--- src/mips_pkg.sv ---
package mips_pkg;

	localparam int DATA_W     = 32;
	localparam int REG_ADDR_W = 5;
	localparam int NUM_REGS   = 32;
	localparam int OP_W       = 6;

	// Primary opcodes
	localparam logic [OP_W-1:0] OP_RTYPE  = 6'b000000;
	localparam logic [OP_W-1:0] OP_REGIMM = 6'b000001;
	localparam logic [OP_W-1:0] OP_J      = 6'b000010;
	localparam logic [OP_W-1:0] OP_JAL    = 6'b000011;
	localparam logic [OP_W-1:0] OP_BEQ    = 6'b000100;
	localparam logic [OP_W-1:0] OP_BNE    = 6'b000101;
	localparam logic [OP_W-1:0] OP_BLEZ   = 6'b000110;
	localparam logic [OP_W-1:0] OP_BGTZ   = 6'b000111;
	localparam logic [OP_W-1:0] OP_ADDI   = 6'b001000;
	localparam logic [OP_W-1:0] OP_ADDIU  = 6'b001001;
	localparam logic [OP_W-1:0] OP_SLTI   = 6'b001010;
	localparam logic [OP_W-1:0] OP_SLTIU  = 6'b001011;
	localparam logic [OP_W-1:0] OP_ORI    = 6'b001101;
	localparam logic [OP_W-1:0] OP_XORI   = 6'b001110;
	localparam logic [OP_W-1:0] OP_LUI    = 6'b001111;
	localparam logic [OP_W-1:0] OP_MUL    = 6'b011100; // SPECIAL2
	localparam logic [OP_W-1:0] OP_LB     = 6'b100000;
	localparam logic [OP_W-1:0] OP_LW     = 6'b100011;
	localparam logic [OP_W-1:0] OP_LBU    = 6'b100100;
	localparam logic [OP_W-1:0] OP_SB     = 6'b101000;
	localparam logic [OP_W-1:0] OP_SW     = 6'b101011;

	// Function codes
	localparam logic [OP_W-1:0] FN_SLL   = 6'b000000;
	localparam logic [OP_W-1:0] FN_SRL   = 6'b000010;
	localparam logic [OP_W-1:0] FN_MUL   = 6'b000010; // Under OP_MUL only
	localparam logic [OP_W-1:0] FN_SRA   = 6'b000011;
	localparam logic [OP_W-1:0] FN_SLLV  = 6'b000100;
	localparam logic [OP_W-1:0] FN_SRLV  = 6'b000110;
	localparam logic [OP_W-1:0] FN_SRAV  = 6'b000111;
	localparam logic [OP_W-1:0] FN_JR    = 6'b001000;
	localparam logic [OP_W-1:0] FN_JALR  = 6'b001001;
	localparam logic [OP_W-1:0] FN_MFHI  = 6'b010000;
	localparam logic [OP_W-1:0] FN_MFLO  = 6'b010010;
	localparam logic [OP_W-1:0] FN_MULT  = 6'b011000;
	localparam logic [OP_W-1:0] FN_MULTU = 6'b011001;
	localparam logic [OP_W-1:0] FN_DIV   = 6'b011010;
	localparam logic [OP_W-1:0] FN_DIVU  = 6'b011011;
	localparam logic [OP_W-1:0] FN_ADD   = 6'b100000;
	localparam logic [OP_W-1:0] FN_ADDU  = 6'b100001;
	localparam logic [OP_W-1:0] FN_SUB   = 6'b100010;
	localparam logic [OP_W-1:0] FN_SUBU  = 6'b100011;
	localparam logic [OP_W-1:0] FN_AND   = 6'b100100;
	localparam logic [OP_W-1:0] FN_OR    = 6'b100101;
	localparam logic [OP_W-1:0] FN_XOR   = 6'b100110;
	localparam logic [OP_W-1:0] FN_NOR   = 6'b100111;
	localparam logic [OP_W-1:0] FN_SLT   = 6'b101010;
	localparam logic [OP_W-1:0] FN_SLTU  = 6'b101011;

	// REGIMM codes live in the rt field
	localparam logic [REG_ADDR_W-1:0] RI_BLTZ = 5'b00000;
	localparam logic [REG_ADDR_W-1:0] RI_BGEZ = 5'b00001;

	typedef struct packed {
		logic [OP_W-1:0]       opcode;
		logic [REG_ADDR_W-1:0] rs;
		logic [REG_ADDR_W-1:0] rt;
		logic [REG_ADDR_W-1:0] rd;
		logic [REG_ADDR_W-1:0] sa;
		logic [OP_W-1:0]       func;
	} r_fields_t;

	typedef struct packed {
		logic [OP_W-1:0]       opcode;
		logic [REG_ADDR_W-1:0] rs;
		logic [REG_ADDR_W-1:0] rt;
		logic [15:0]           imm16;
	} i_fields_t;

	typedef struct packed {
		logic [OP_W-1:0] opcode;
		logic [25:0]     target26;
	} j_fields_t;

	typedef union packed {
		r_fields_t r;
		i_fields_t i;
		j_fields_t j;
	} insn_u;

	typedef enum logic [2:0] {
		KIND_NOP     = 3'd0,
		KIND_R       = 3'd1,
		KIND_I       = 3'd2,
		KIND_REGIMM  = 3'd3,
		KIND_J       = 3'd4,
		KIND_ILLEGAL = 3'd5
	} insn_kind_e;

	typedef struct packed {
		insn_kind_e            kind;
		logic [OP_W-1:0]       op;
		logic [REG_ADDR_W-1:0] rs;
		logic [REG_ADDR_W-1:0] rt;
		logic [REG_ADDR_W-1:0] rd;
		logic [REG_ADDR_W-1:0] sa;
		logic [DATA_W-1:0]     imm;
	} dec_t;

	typedef struct packed {
		logic                  we;
		logic [REG_ADDR_W-1:0] addr;
		logic [DATA_W-1:0]     data;
	} wb_t;

endpackage

--- src/insn_decoder.sv ---
module insn_decoder (
	input  mips_pkg::insn_u insn,
	output mips_pkg::dec_t  dec
);

	logic                         r_known;
	logic [mips_pkg::DATA_W-1:0] imm_sx;
	logic [mips_pkg::DATA_W-1:0] target_zx;

	assign imm_sx    = {{16{insn.i.imm16[15]}}, insn.i.imm16};
	assign target_zx = {6'b0, insn.j.target26};

	always_comb begin
		case (insn.r.func)
			mips_pkg::FN_ADD,  mips_pkg::FN_ADDU, mips_pkg::FN_SUB,  mips_pkg::FN_SUBU,
			mips_pkg::FN_MULT, mips_pkg::FN_MULTU, mips_pkg::FN_DIV, mips_pkg::FN_DIVU,
			mips_pkg::FN_MFHI, mips_pkg::FN_MFLO, mips_pkg::FN_SLT,  mips_pkg::FN_SLTU,
			mips_pkg::FN_SLL,  mips_pkg::FN_SLLV, mips_pkg::FN_SRL,  mips_pkg::FN_SRLV,
			mips_pkg::FN_SRA,  mips_pkg::FN_SRAV, mips_pkg::FN_AND,  mips_pkg::FN_OR,
			mips_pkg::FN_XOR,  mips_pkg::FN_NOR,  mips_pkg::FN_JR,   mips_pkg::FN_JALR:
				r_known = 1'b1;
			default:
				r_known = 1'b0;
		endcase
	end

	always_comb begin
		dec = '0;
		dec.kind = mips_pkg::KIND_ILLEGAL; // Overridden below for known codes
		if (insn == '0) begin
			dec.kind = mips_pkg::KIND_NOP;
		end else begin
			case (insn.r.opcode)
				mips_pkg::OP_RTYPE: begin
					if (r_known) begin
						dec.kind = mips_pkg::KIND_R;
						dec.op   = insn.r.func;
						dec.rs   = insn.r.rs;
						dec.rt   = insn.r.rt;
						dec.rd   = insn.r.rd;
						case (insn.r.func)
							mips_pkg::FN_MULT, mips_pkg::FN_MULTU,
							mips_pkg::FN_DIV, mips_pkg::FN_DIVU: begin
								dec.rd = '0; // Result goes to HI/LO
							end
							mips_pkg::FN_JR: begin
								dec.rt = '0;
								dec.rd = '0;
							end
							mips_pkg::FN_MFHI, mips_pkg::FN_MFLO: begin
								dec.rs = '0;
								dec.rt = '0;
							end
							mips_pkg::FN_SLL, mips_pkg::FN_SRL, mips_pkg::FN_SRA: begin
								dec.rs = '0;
								dec.sa = insn.r.sa; // Constant shift amount
							end
							default: ;
						endcase
					end
				end
				mips_pkg::OP_MUL: begin
					if (insn.r.func == mips_pkg::FN_MUL) begin
						dec.kind = mips_pkg::KIND_R;
						dec.op   = insn.r.func;
						dec.rs   = insn.r.rs;
						dec.rt   = insn.r.rt;
						dec.rd   = insn.r.rd;
					end
				end
				mips_pkg::OP_REGIMM: begin
					if (insn.i.rt == mips_pkg::RI_BLTZ || insn.i.rt == mips_pkg::RI_BGEZ) begin
						dec.kind = mips_pkg::KIND_REGIMM;
						dec.op   = {1'b0, insn.i.rt};
						dec.rs   = insn.i.rs;
						dec.rt   = insn.i.rt;
						dec.imm  = imm_sx;
					end
				end
				mips_pkg::OP_J, mips_pkg::OP_JAL: begin
					dec.kind = mips_pkg::KIND_J;
					dec.op   = insn.j.opcode;
					dec.imm  = target_zx;
				end
				mips_pkg::OP_ADDI, mips_pkg::OP_ADDIU, mips_pkg::OP_SLTI, mips_pkg::OP_SLTIU,
				mips_pkg::OP_ORI, mips_pkg::OP_XORI, mips_pkg::OP_LW, mips_pkg::OP_LB,
				mips_pkg::OP_LBU, mips_pkg::OP_LUI: begin
					dec.kind = mips_pkg::KIND_I;
					dec.op   = insn.i.opcode;
					dec.rs   = (insn.i.opcode == mips_pkg::OP_LUI) ? '0 : insn.i.rs;
					dec.rt   = insn.i.rt;
					dec.rd   = insn.i.rt; // Writes back to rt
					dec.imm  = imm_sx;
				end
				mips_pkg::OP_SW, mips_pkg::OP_SB, mips_pkg::OP_BEQ, mips_pkg::OP_BNE,
				mips_pkg::OP_BGTZ, mips_pkg::OP_BLEZ: begin
					dec.kind = mips_pkg::KIND_I;
					dec.op   = insn.i.opcode;
					dec.rs   = insn.i.rs;
					dec.rt   = insn.i.rt;
					dec.imm  = imm_sx; // No destination register
				end
				default: ;
			endcase
		end
	end

endmodule

--- src/decode_stage.sv ---
module decode_stage (
	input  logic                        clock,
	input  logic                        arst_n,
	input  logic                        decode_en,
	input  logic [mips_pkg::DATA_W-1:0] pc,
	input  mips_pkg::insn_u             insn,
	output logic [mips_pkg::DATA_W-1:0] pc_q,
	output logic [mips_pkg::DATA_W-1:0] insn_q,
	output mips_pkg::dec_t              dec
);

	mips_pkg::dec_t dec_d;

	insn_decoder u_insn_decoder (
		.insn (insn),
		.dec  (dec_d)
	);

	// Fetch to execute pipeline register
	always_ff @(posedge clock or negedge arst_n) begin
		if (!arst_n) begin
			pc_q   <= '0;
			insn_q <= '0;
			dec    <= '0; // Kind NOP
		end else if (decode_en) begin
			pc_q   <= pc;
			insn_q <= insn;
			dec    <= dec_d;
		end
	end

endmodule

--- src/reg_file.sv ---
module reg_file (
	input  logic                            clock,
	input  logic                            arst_n,
	input  logic [mips_pkg::REG_ADDR_W-1:0] rs_addr,
	input  logic [mips_pkg::REG_ADDR_W-1:0] rt_addr,
	input  mips_pkg::wb_t                   wb,
	output logic [mips_pkg::DATA_W-1:0]     rs_val,
	output logic [mips_pkg::DATA_W-1:0]     rt_val
);

	logic [mips_pkg::DATA_W-1:0] regs [mips_pkg::NUM_REGS];

	always_ff @(posedge clock or negedge arst_n) begin
		if (!arst_n) begin
			for (int i = 0; i < mips_pkg::NUM_REGS; i++) begin
				regs[i] <= i[mips_pkg::DATA_W-1:0]; // Register i holds i
			end
		end else if (wb.we) begin
			regs[wb.addr] <= wb.data; // r0 is an ordinary register here
		end
	end

	// Reads see the old value during a write cycle
	assign rs_val = regs[rs_addr];
	assign rt_val = regs[rt_addr];

endmodule

--- src/decode_top.sv ---
module decode_top (
	input  logic                        clock,
	input  logic                        arst_n,
	input  logic                        decode_en,
	input  logic [mips_pkg::DATA_W-1:0] pc,
	input  logic [mips_pkg::DATA_W-1:0] insn,
	input  mips_pkg::wb_t               wb,
	output logic [mips_pkg::DATA_W-1:0] pc_q,
	output logic [mips_pkg::DATA_W-1:0] insn_q,
	output mips_pkg::dec_t              dec,
	output logic [mips_pkg::DATA_W-1:0] rs_val,
	output logic [mips_pkg::DATA_W-1:0] rt_val
);

	decode_stage u_decode_stage (
		.clock     (clock),
		.arst_n    (arst_n),
		.decode_en (decode_en),
		.pc        (pc),
		.insn      (insn),
		.pc_q      (pc_q),
		.insn_q    (insn_q),
		.dec       (dec)
	);

	// Operand reads use the registered fields
	reg_file u_reg_file (
		.clock   (clock),
		.arst_n  (arst_n),
		.rs_addr (dec.rs),
		.rt_addr (dec.rt),
		.wb      (wb),
		.rs_val  (rs_val),
		.rt_val  (rt_val)
	);

endmodule

--- config.mk ---
export PLATFORM = sky130hd
export DESIGN_NAME = decode_top
export DESIGN_NICKNAME = d
export VERILOG_FILES = /design/src/mips_pkg.sv /design/src/insn_decoder.sv /design/src/decode_stage.sv /design/src/reg_file.sv /design/src/decode_top.sv
export SDC_FILE = /design/constraint.sdc
export NUM_CORES = 2
export LEC_CHECK = 0
export BUFFER_PORTS_ARGS = -buffer_cell sky130_fd_sc_hd__buf_2
export CELL_PAD_IN_SITES_DETAIL_PLACEMENT = 0
export CELL_PAD_IN_SITES_GLOBAL_PLACEMENT = 1
export CORE_MARGIN = 2
export CORE_UTILIZATION = 45
export DETAILED_ROUTE_END_ITERATION = 8
export PLACE_DENSITY_LB_ADDON = 0.1
export RECOVER_POWER = 25
export SETUP_SLACK_MARGIN = 0.3
export SLEW_MARGIN = 20
export SYNTH_ARGS = -nofsm -noshare
export SYNTH_HDL_FRONTEND = slang
export SYNTH_SLANG_ARGS = --single-unit
--- constraint.sdc ---
create_clock -name clock -period 3.1 [get_ports clock]
set_input_delay 0.775 -clock clock [delete_from_list [all_inputs] [get_ports clock]]
set_output_delay 0.775 -clock clock [all_outputs]
set_load 0.01 [all_outputs]
==> summary.md <==
| Metric | Value |
|---|---|
| Outcome | `complete, but fails checks` |
| Failing checks | `max-capacitance violations, max-slew violations, negative setup slack` |
| Register area share after synthesis | `0.4851` |
| Die Width | `366.8 um` |
| VDD IR max | `0.4828 mV` |
| CP startpoint | `u_decode_stage.dec[47]` |
| Setup-failing EPs final | `64` |
| Synth async-reset ratio | `1.000` |
| CTS root buf | `clkbuf_16` |
| RSZ-0062 raised after global routing | `true` |
| Drt pass-1 iters | `7` |
| Max frequency | `0.2503 GHz` |
| Worst Path Required | `2.32 ns` |
| Avg Inst Size Synth | `16.61 um2` |
| Max-Cap Viols | `3` |
| First-pass GRT wire length | `274.4 mm` |
| Die area | `134500 um2` |
| P&R area growth vs syn | `19.41%` |
| Chip height | `366.8 um` |
| Final Hold Violating Endpoints | `0` |
| Count leader, synth | `mux2_2` |
| Reg clk slew, reported paths | `0.06 ns` |
| Port Buffers | `293` |
| Minimum clock period | `3.996 ns` |
| Vias in the first global route | `39670` |
| Longest Clk Path Bufs | `3` |
| CP max FO | `5` |
| Via count | `36680` |
| Flop-to-flop setup slack | `1.61 ns` |
| CP Depth | `7` |
| Routed WL | `185.8 mm` |
| Slew Viols, Final | `58` |
| Setup ws final | `-0.8959 ns` |
| Residual DRC | `0` |
| Cell area power density | `633.1 nW/um2` |
| Worst setup EP type | `primary output` |
| Starting Density | `0.4522` |
| Worst path max stage delay | `0.51 ns` |
| Clock Sinks | `1144` |
| Vias per cell | `6.325` |
| Post-route ant nets | `0` |
| Core ar. | `131000 um2` |
| Cell variety after synth | `55` |
| GPL Wtd Cong | `0.8128` |
| Mapped Nets | `3671` |
| Clk_lat worst skew | `0.77 ns` |
| H-tree Lvls | `4` |
| Clock skew | `0 ns` |
| CTS tree | `built` |
| Worst path top cell family by delay | `multiplexers` |
| DP Area | `65150 um2` |
| Top cells by area, synth | `dfrtp_1, mux4_2, mux2_2` |
| # placed instances | `5501` |
| Critical path arrival | `3.22 ns` |
| CP Launch Type | `register` |
| Max_slew headroom | `-0.1696` |
| Final #Nets | `4034` |
| Initial antenna violation count | `8` |
| Leakage | `29.62 nW` |
| Number of synthesized flops with an enable pin | `0` |
| Largest net degree at the start of global routing | `112` |
| Critical path class | `reg -> out` |
| Total CTS buffers | `137` |
| Cell Area, Synth | `59220 um2` |
| R2R depth | `5` |
| #FFs+latches synth | `1144` |
| Final Cycle Share | `1.289` |
| Crit path to | `rs_val[22]` |
| Share of layout cells above drive strength 1 | `0.6696` |
| Worst Tran Pin Value | `1.750 ns` |
| GRT Total Usage | `0.2767` |
| Area share of the largest cell type after synthesis | `0.4496` |
| Cells after Synth | `3566` |
| Row cnt | `133` |
| Number of I/O pins | `294` |
| Gr ovfl total | `0` |
| Top cells by count, synth | `mux2_2, dfrtp_1, mux4_2, clkbuf_1, buf_1` |
| HPWL after detailed placement | `116.1 mm` |
| HP Class | `in -> reg` |
| CP Cell Sequence | `buf_8, buf_4, clkbuf_16, mux4_2, mux4_2, mux2_2, buf_4` |
| Avg WL per Cell | `32.04 um` |
| CP max stage cell | `mux4_2` |
| Fin cells | `5799` |
| Primary FF master, synth | `dfrtp_1` |
| Syn. warnings | `0` |
| Synth area leader | `dfrtp_1` |
| Buffer and inverter count on the worst path | `4` |
| Reg2reg end | `u_decode_stage.dec[42]` |
| DRT iter0 DRCs | `2805` |
| RR Startpoint | `u_decode_stage.dec[42]` |
| Final Instance Area | `70710 um2` |
## worst reg2reg max path, delay by kind of cell (launching register included)
kind	cells	cell delay, ns
AOI/OAI and AO/OA	1	0.12
buffers and inverters	4	0.72
DFF	1	0.55
## cells by family (layout without fill, tap and decap cells)
logic type | count (synthesis) | count (layout) | synth area share
other | 0 | 4 | 0
xor gates and xnor gates | 1 | 1 | 0.0001479
and+or+nand+nor | 120 | 120 | 0.01023
AOI/OAI and AO/OA | 127 | 127 | 0.01614
buffers and inverters | 398 | 872 | 0.02891
muxes | 1776 | 1776 | 0.4594
DFF | 1144 | 1144 | 0.4851
## cells in the final DEF, fill, tap and decap left out, drive strengths merged, types with 6 or more instances in the layout
master,netlist,final
nand2,41,41
a22oi,8,8
buf,166,560
o2bb2ai,44,44
o21ai,23,23
bufinv,0,6
dfrtp,1064,1064
dfstp,80,80
clkinv,0,23
mux4,640,640
inv,22,29
clkbuf,210,252
a22o,11,11
nand3,7,7
nor4,7,7
mux2,1136,1136
a21oi,15,15
nor2,26,26
nor3b,7,7
## worst min path at each step
stage	from	endpoint	slack [ns]	cells after the start
final	pc[19]	u_decode_stage.pc_q[19]	0.23	2
after global routing	pc[25]	u_decode_stage.pc_q[25]	0.20	2
after CTS	pc[11]	u_decode_stage.pc_q[11]	0.17	2
after detailed placement	u_decode_stage.dec[32]	u_decode_stage.dec[32]	0.47	1
after global placement	u_decode_stage.dec[22]	u_decode_stage.dec[22]	0.47	1
after floorplan	arst_n	u_decode_stage.dec[0]	0.48	0
## registers in the layout, summed over array words and instances, names as in the netlist
name	cells
u_decode_stage.dec	56
u_reg_file.regs	1024
u_decode_stage.pc_q	32
u_decode_stage.insn_q	32
## where the power goes
part	internal [mW]	total, mW	leakage, nW	switching (mW)
clock network	9.83	16.4	2.28	6.54
logic	5.39	8.50	12.9	3.11
registers	17.8	19.9	14.4	2.06
## through the flow
| stage | power (mW) | setup WS, ns | hold slack, ns | utilization | TNS, ns |
|---|---|---|---|---|---|
| floorplan | 25.39 | 0.2409 | 0.4794 | - | 0 |
| global placement | 27.83 | -0.1850 | 0.4705 | 0.4974 | -16.27 |
| detailed placement | 28.36 | -0.1190 | 0.4681 | 0.4974 | -3.907 |
| CTS | 45.03 | -0.9342 | 0.1750 | 0.5361 | -56.67 |
| global route | 46.65 | -0.9617 | 0.1983 | 0.5399 | -66.84 |
| finish | 44.77 | -0.8959 | 0.2259 | 0.5399 | -53.32 |
## area by class of cell
cell class / instances / area [um2]
diodes: 4 / 10.01
clock buffers: 213 / 4203
clock inverters: 37 / 390.4
fillers: 10470 / 60250
inverters: 22 / 82.58
multi-input cells: 2024 / 29130
flip-flops and latches: 1144 / 28770
well taps: 1755 / 2196
repair buffers: 600 / 5933
## timing repair
| item | 4_1_cts | 5_1_grt |
|---|---|---|
| buffers inserted | 12 | 13 |
| endpoints found under the hold margin | 19 | 0 |
| hold buffers | 1 | 0 |
| cloned | 2 | 16 |
| resized for setup | 61 | 58 |
| endpoints found under the setup margin | 64 | 64 |
## per-layer routing
metal | global-route usage | wire length (um) | part of all wire
met1 | 0.3851 | 79200 | 0.43
met5 | 0 | 41 | 0.00022
met3 | 0.04635 | 10290 | 0.055
met4 | 0.08096 | 5378 | 0.029
met2 | 0.4497 | 90910 | 0.49
(Power assumes the default switching activity.)
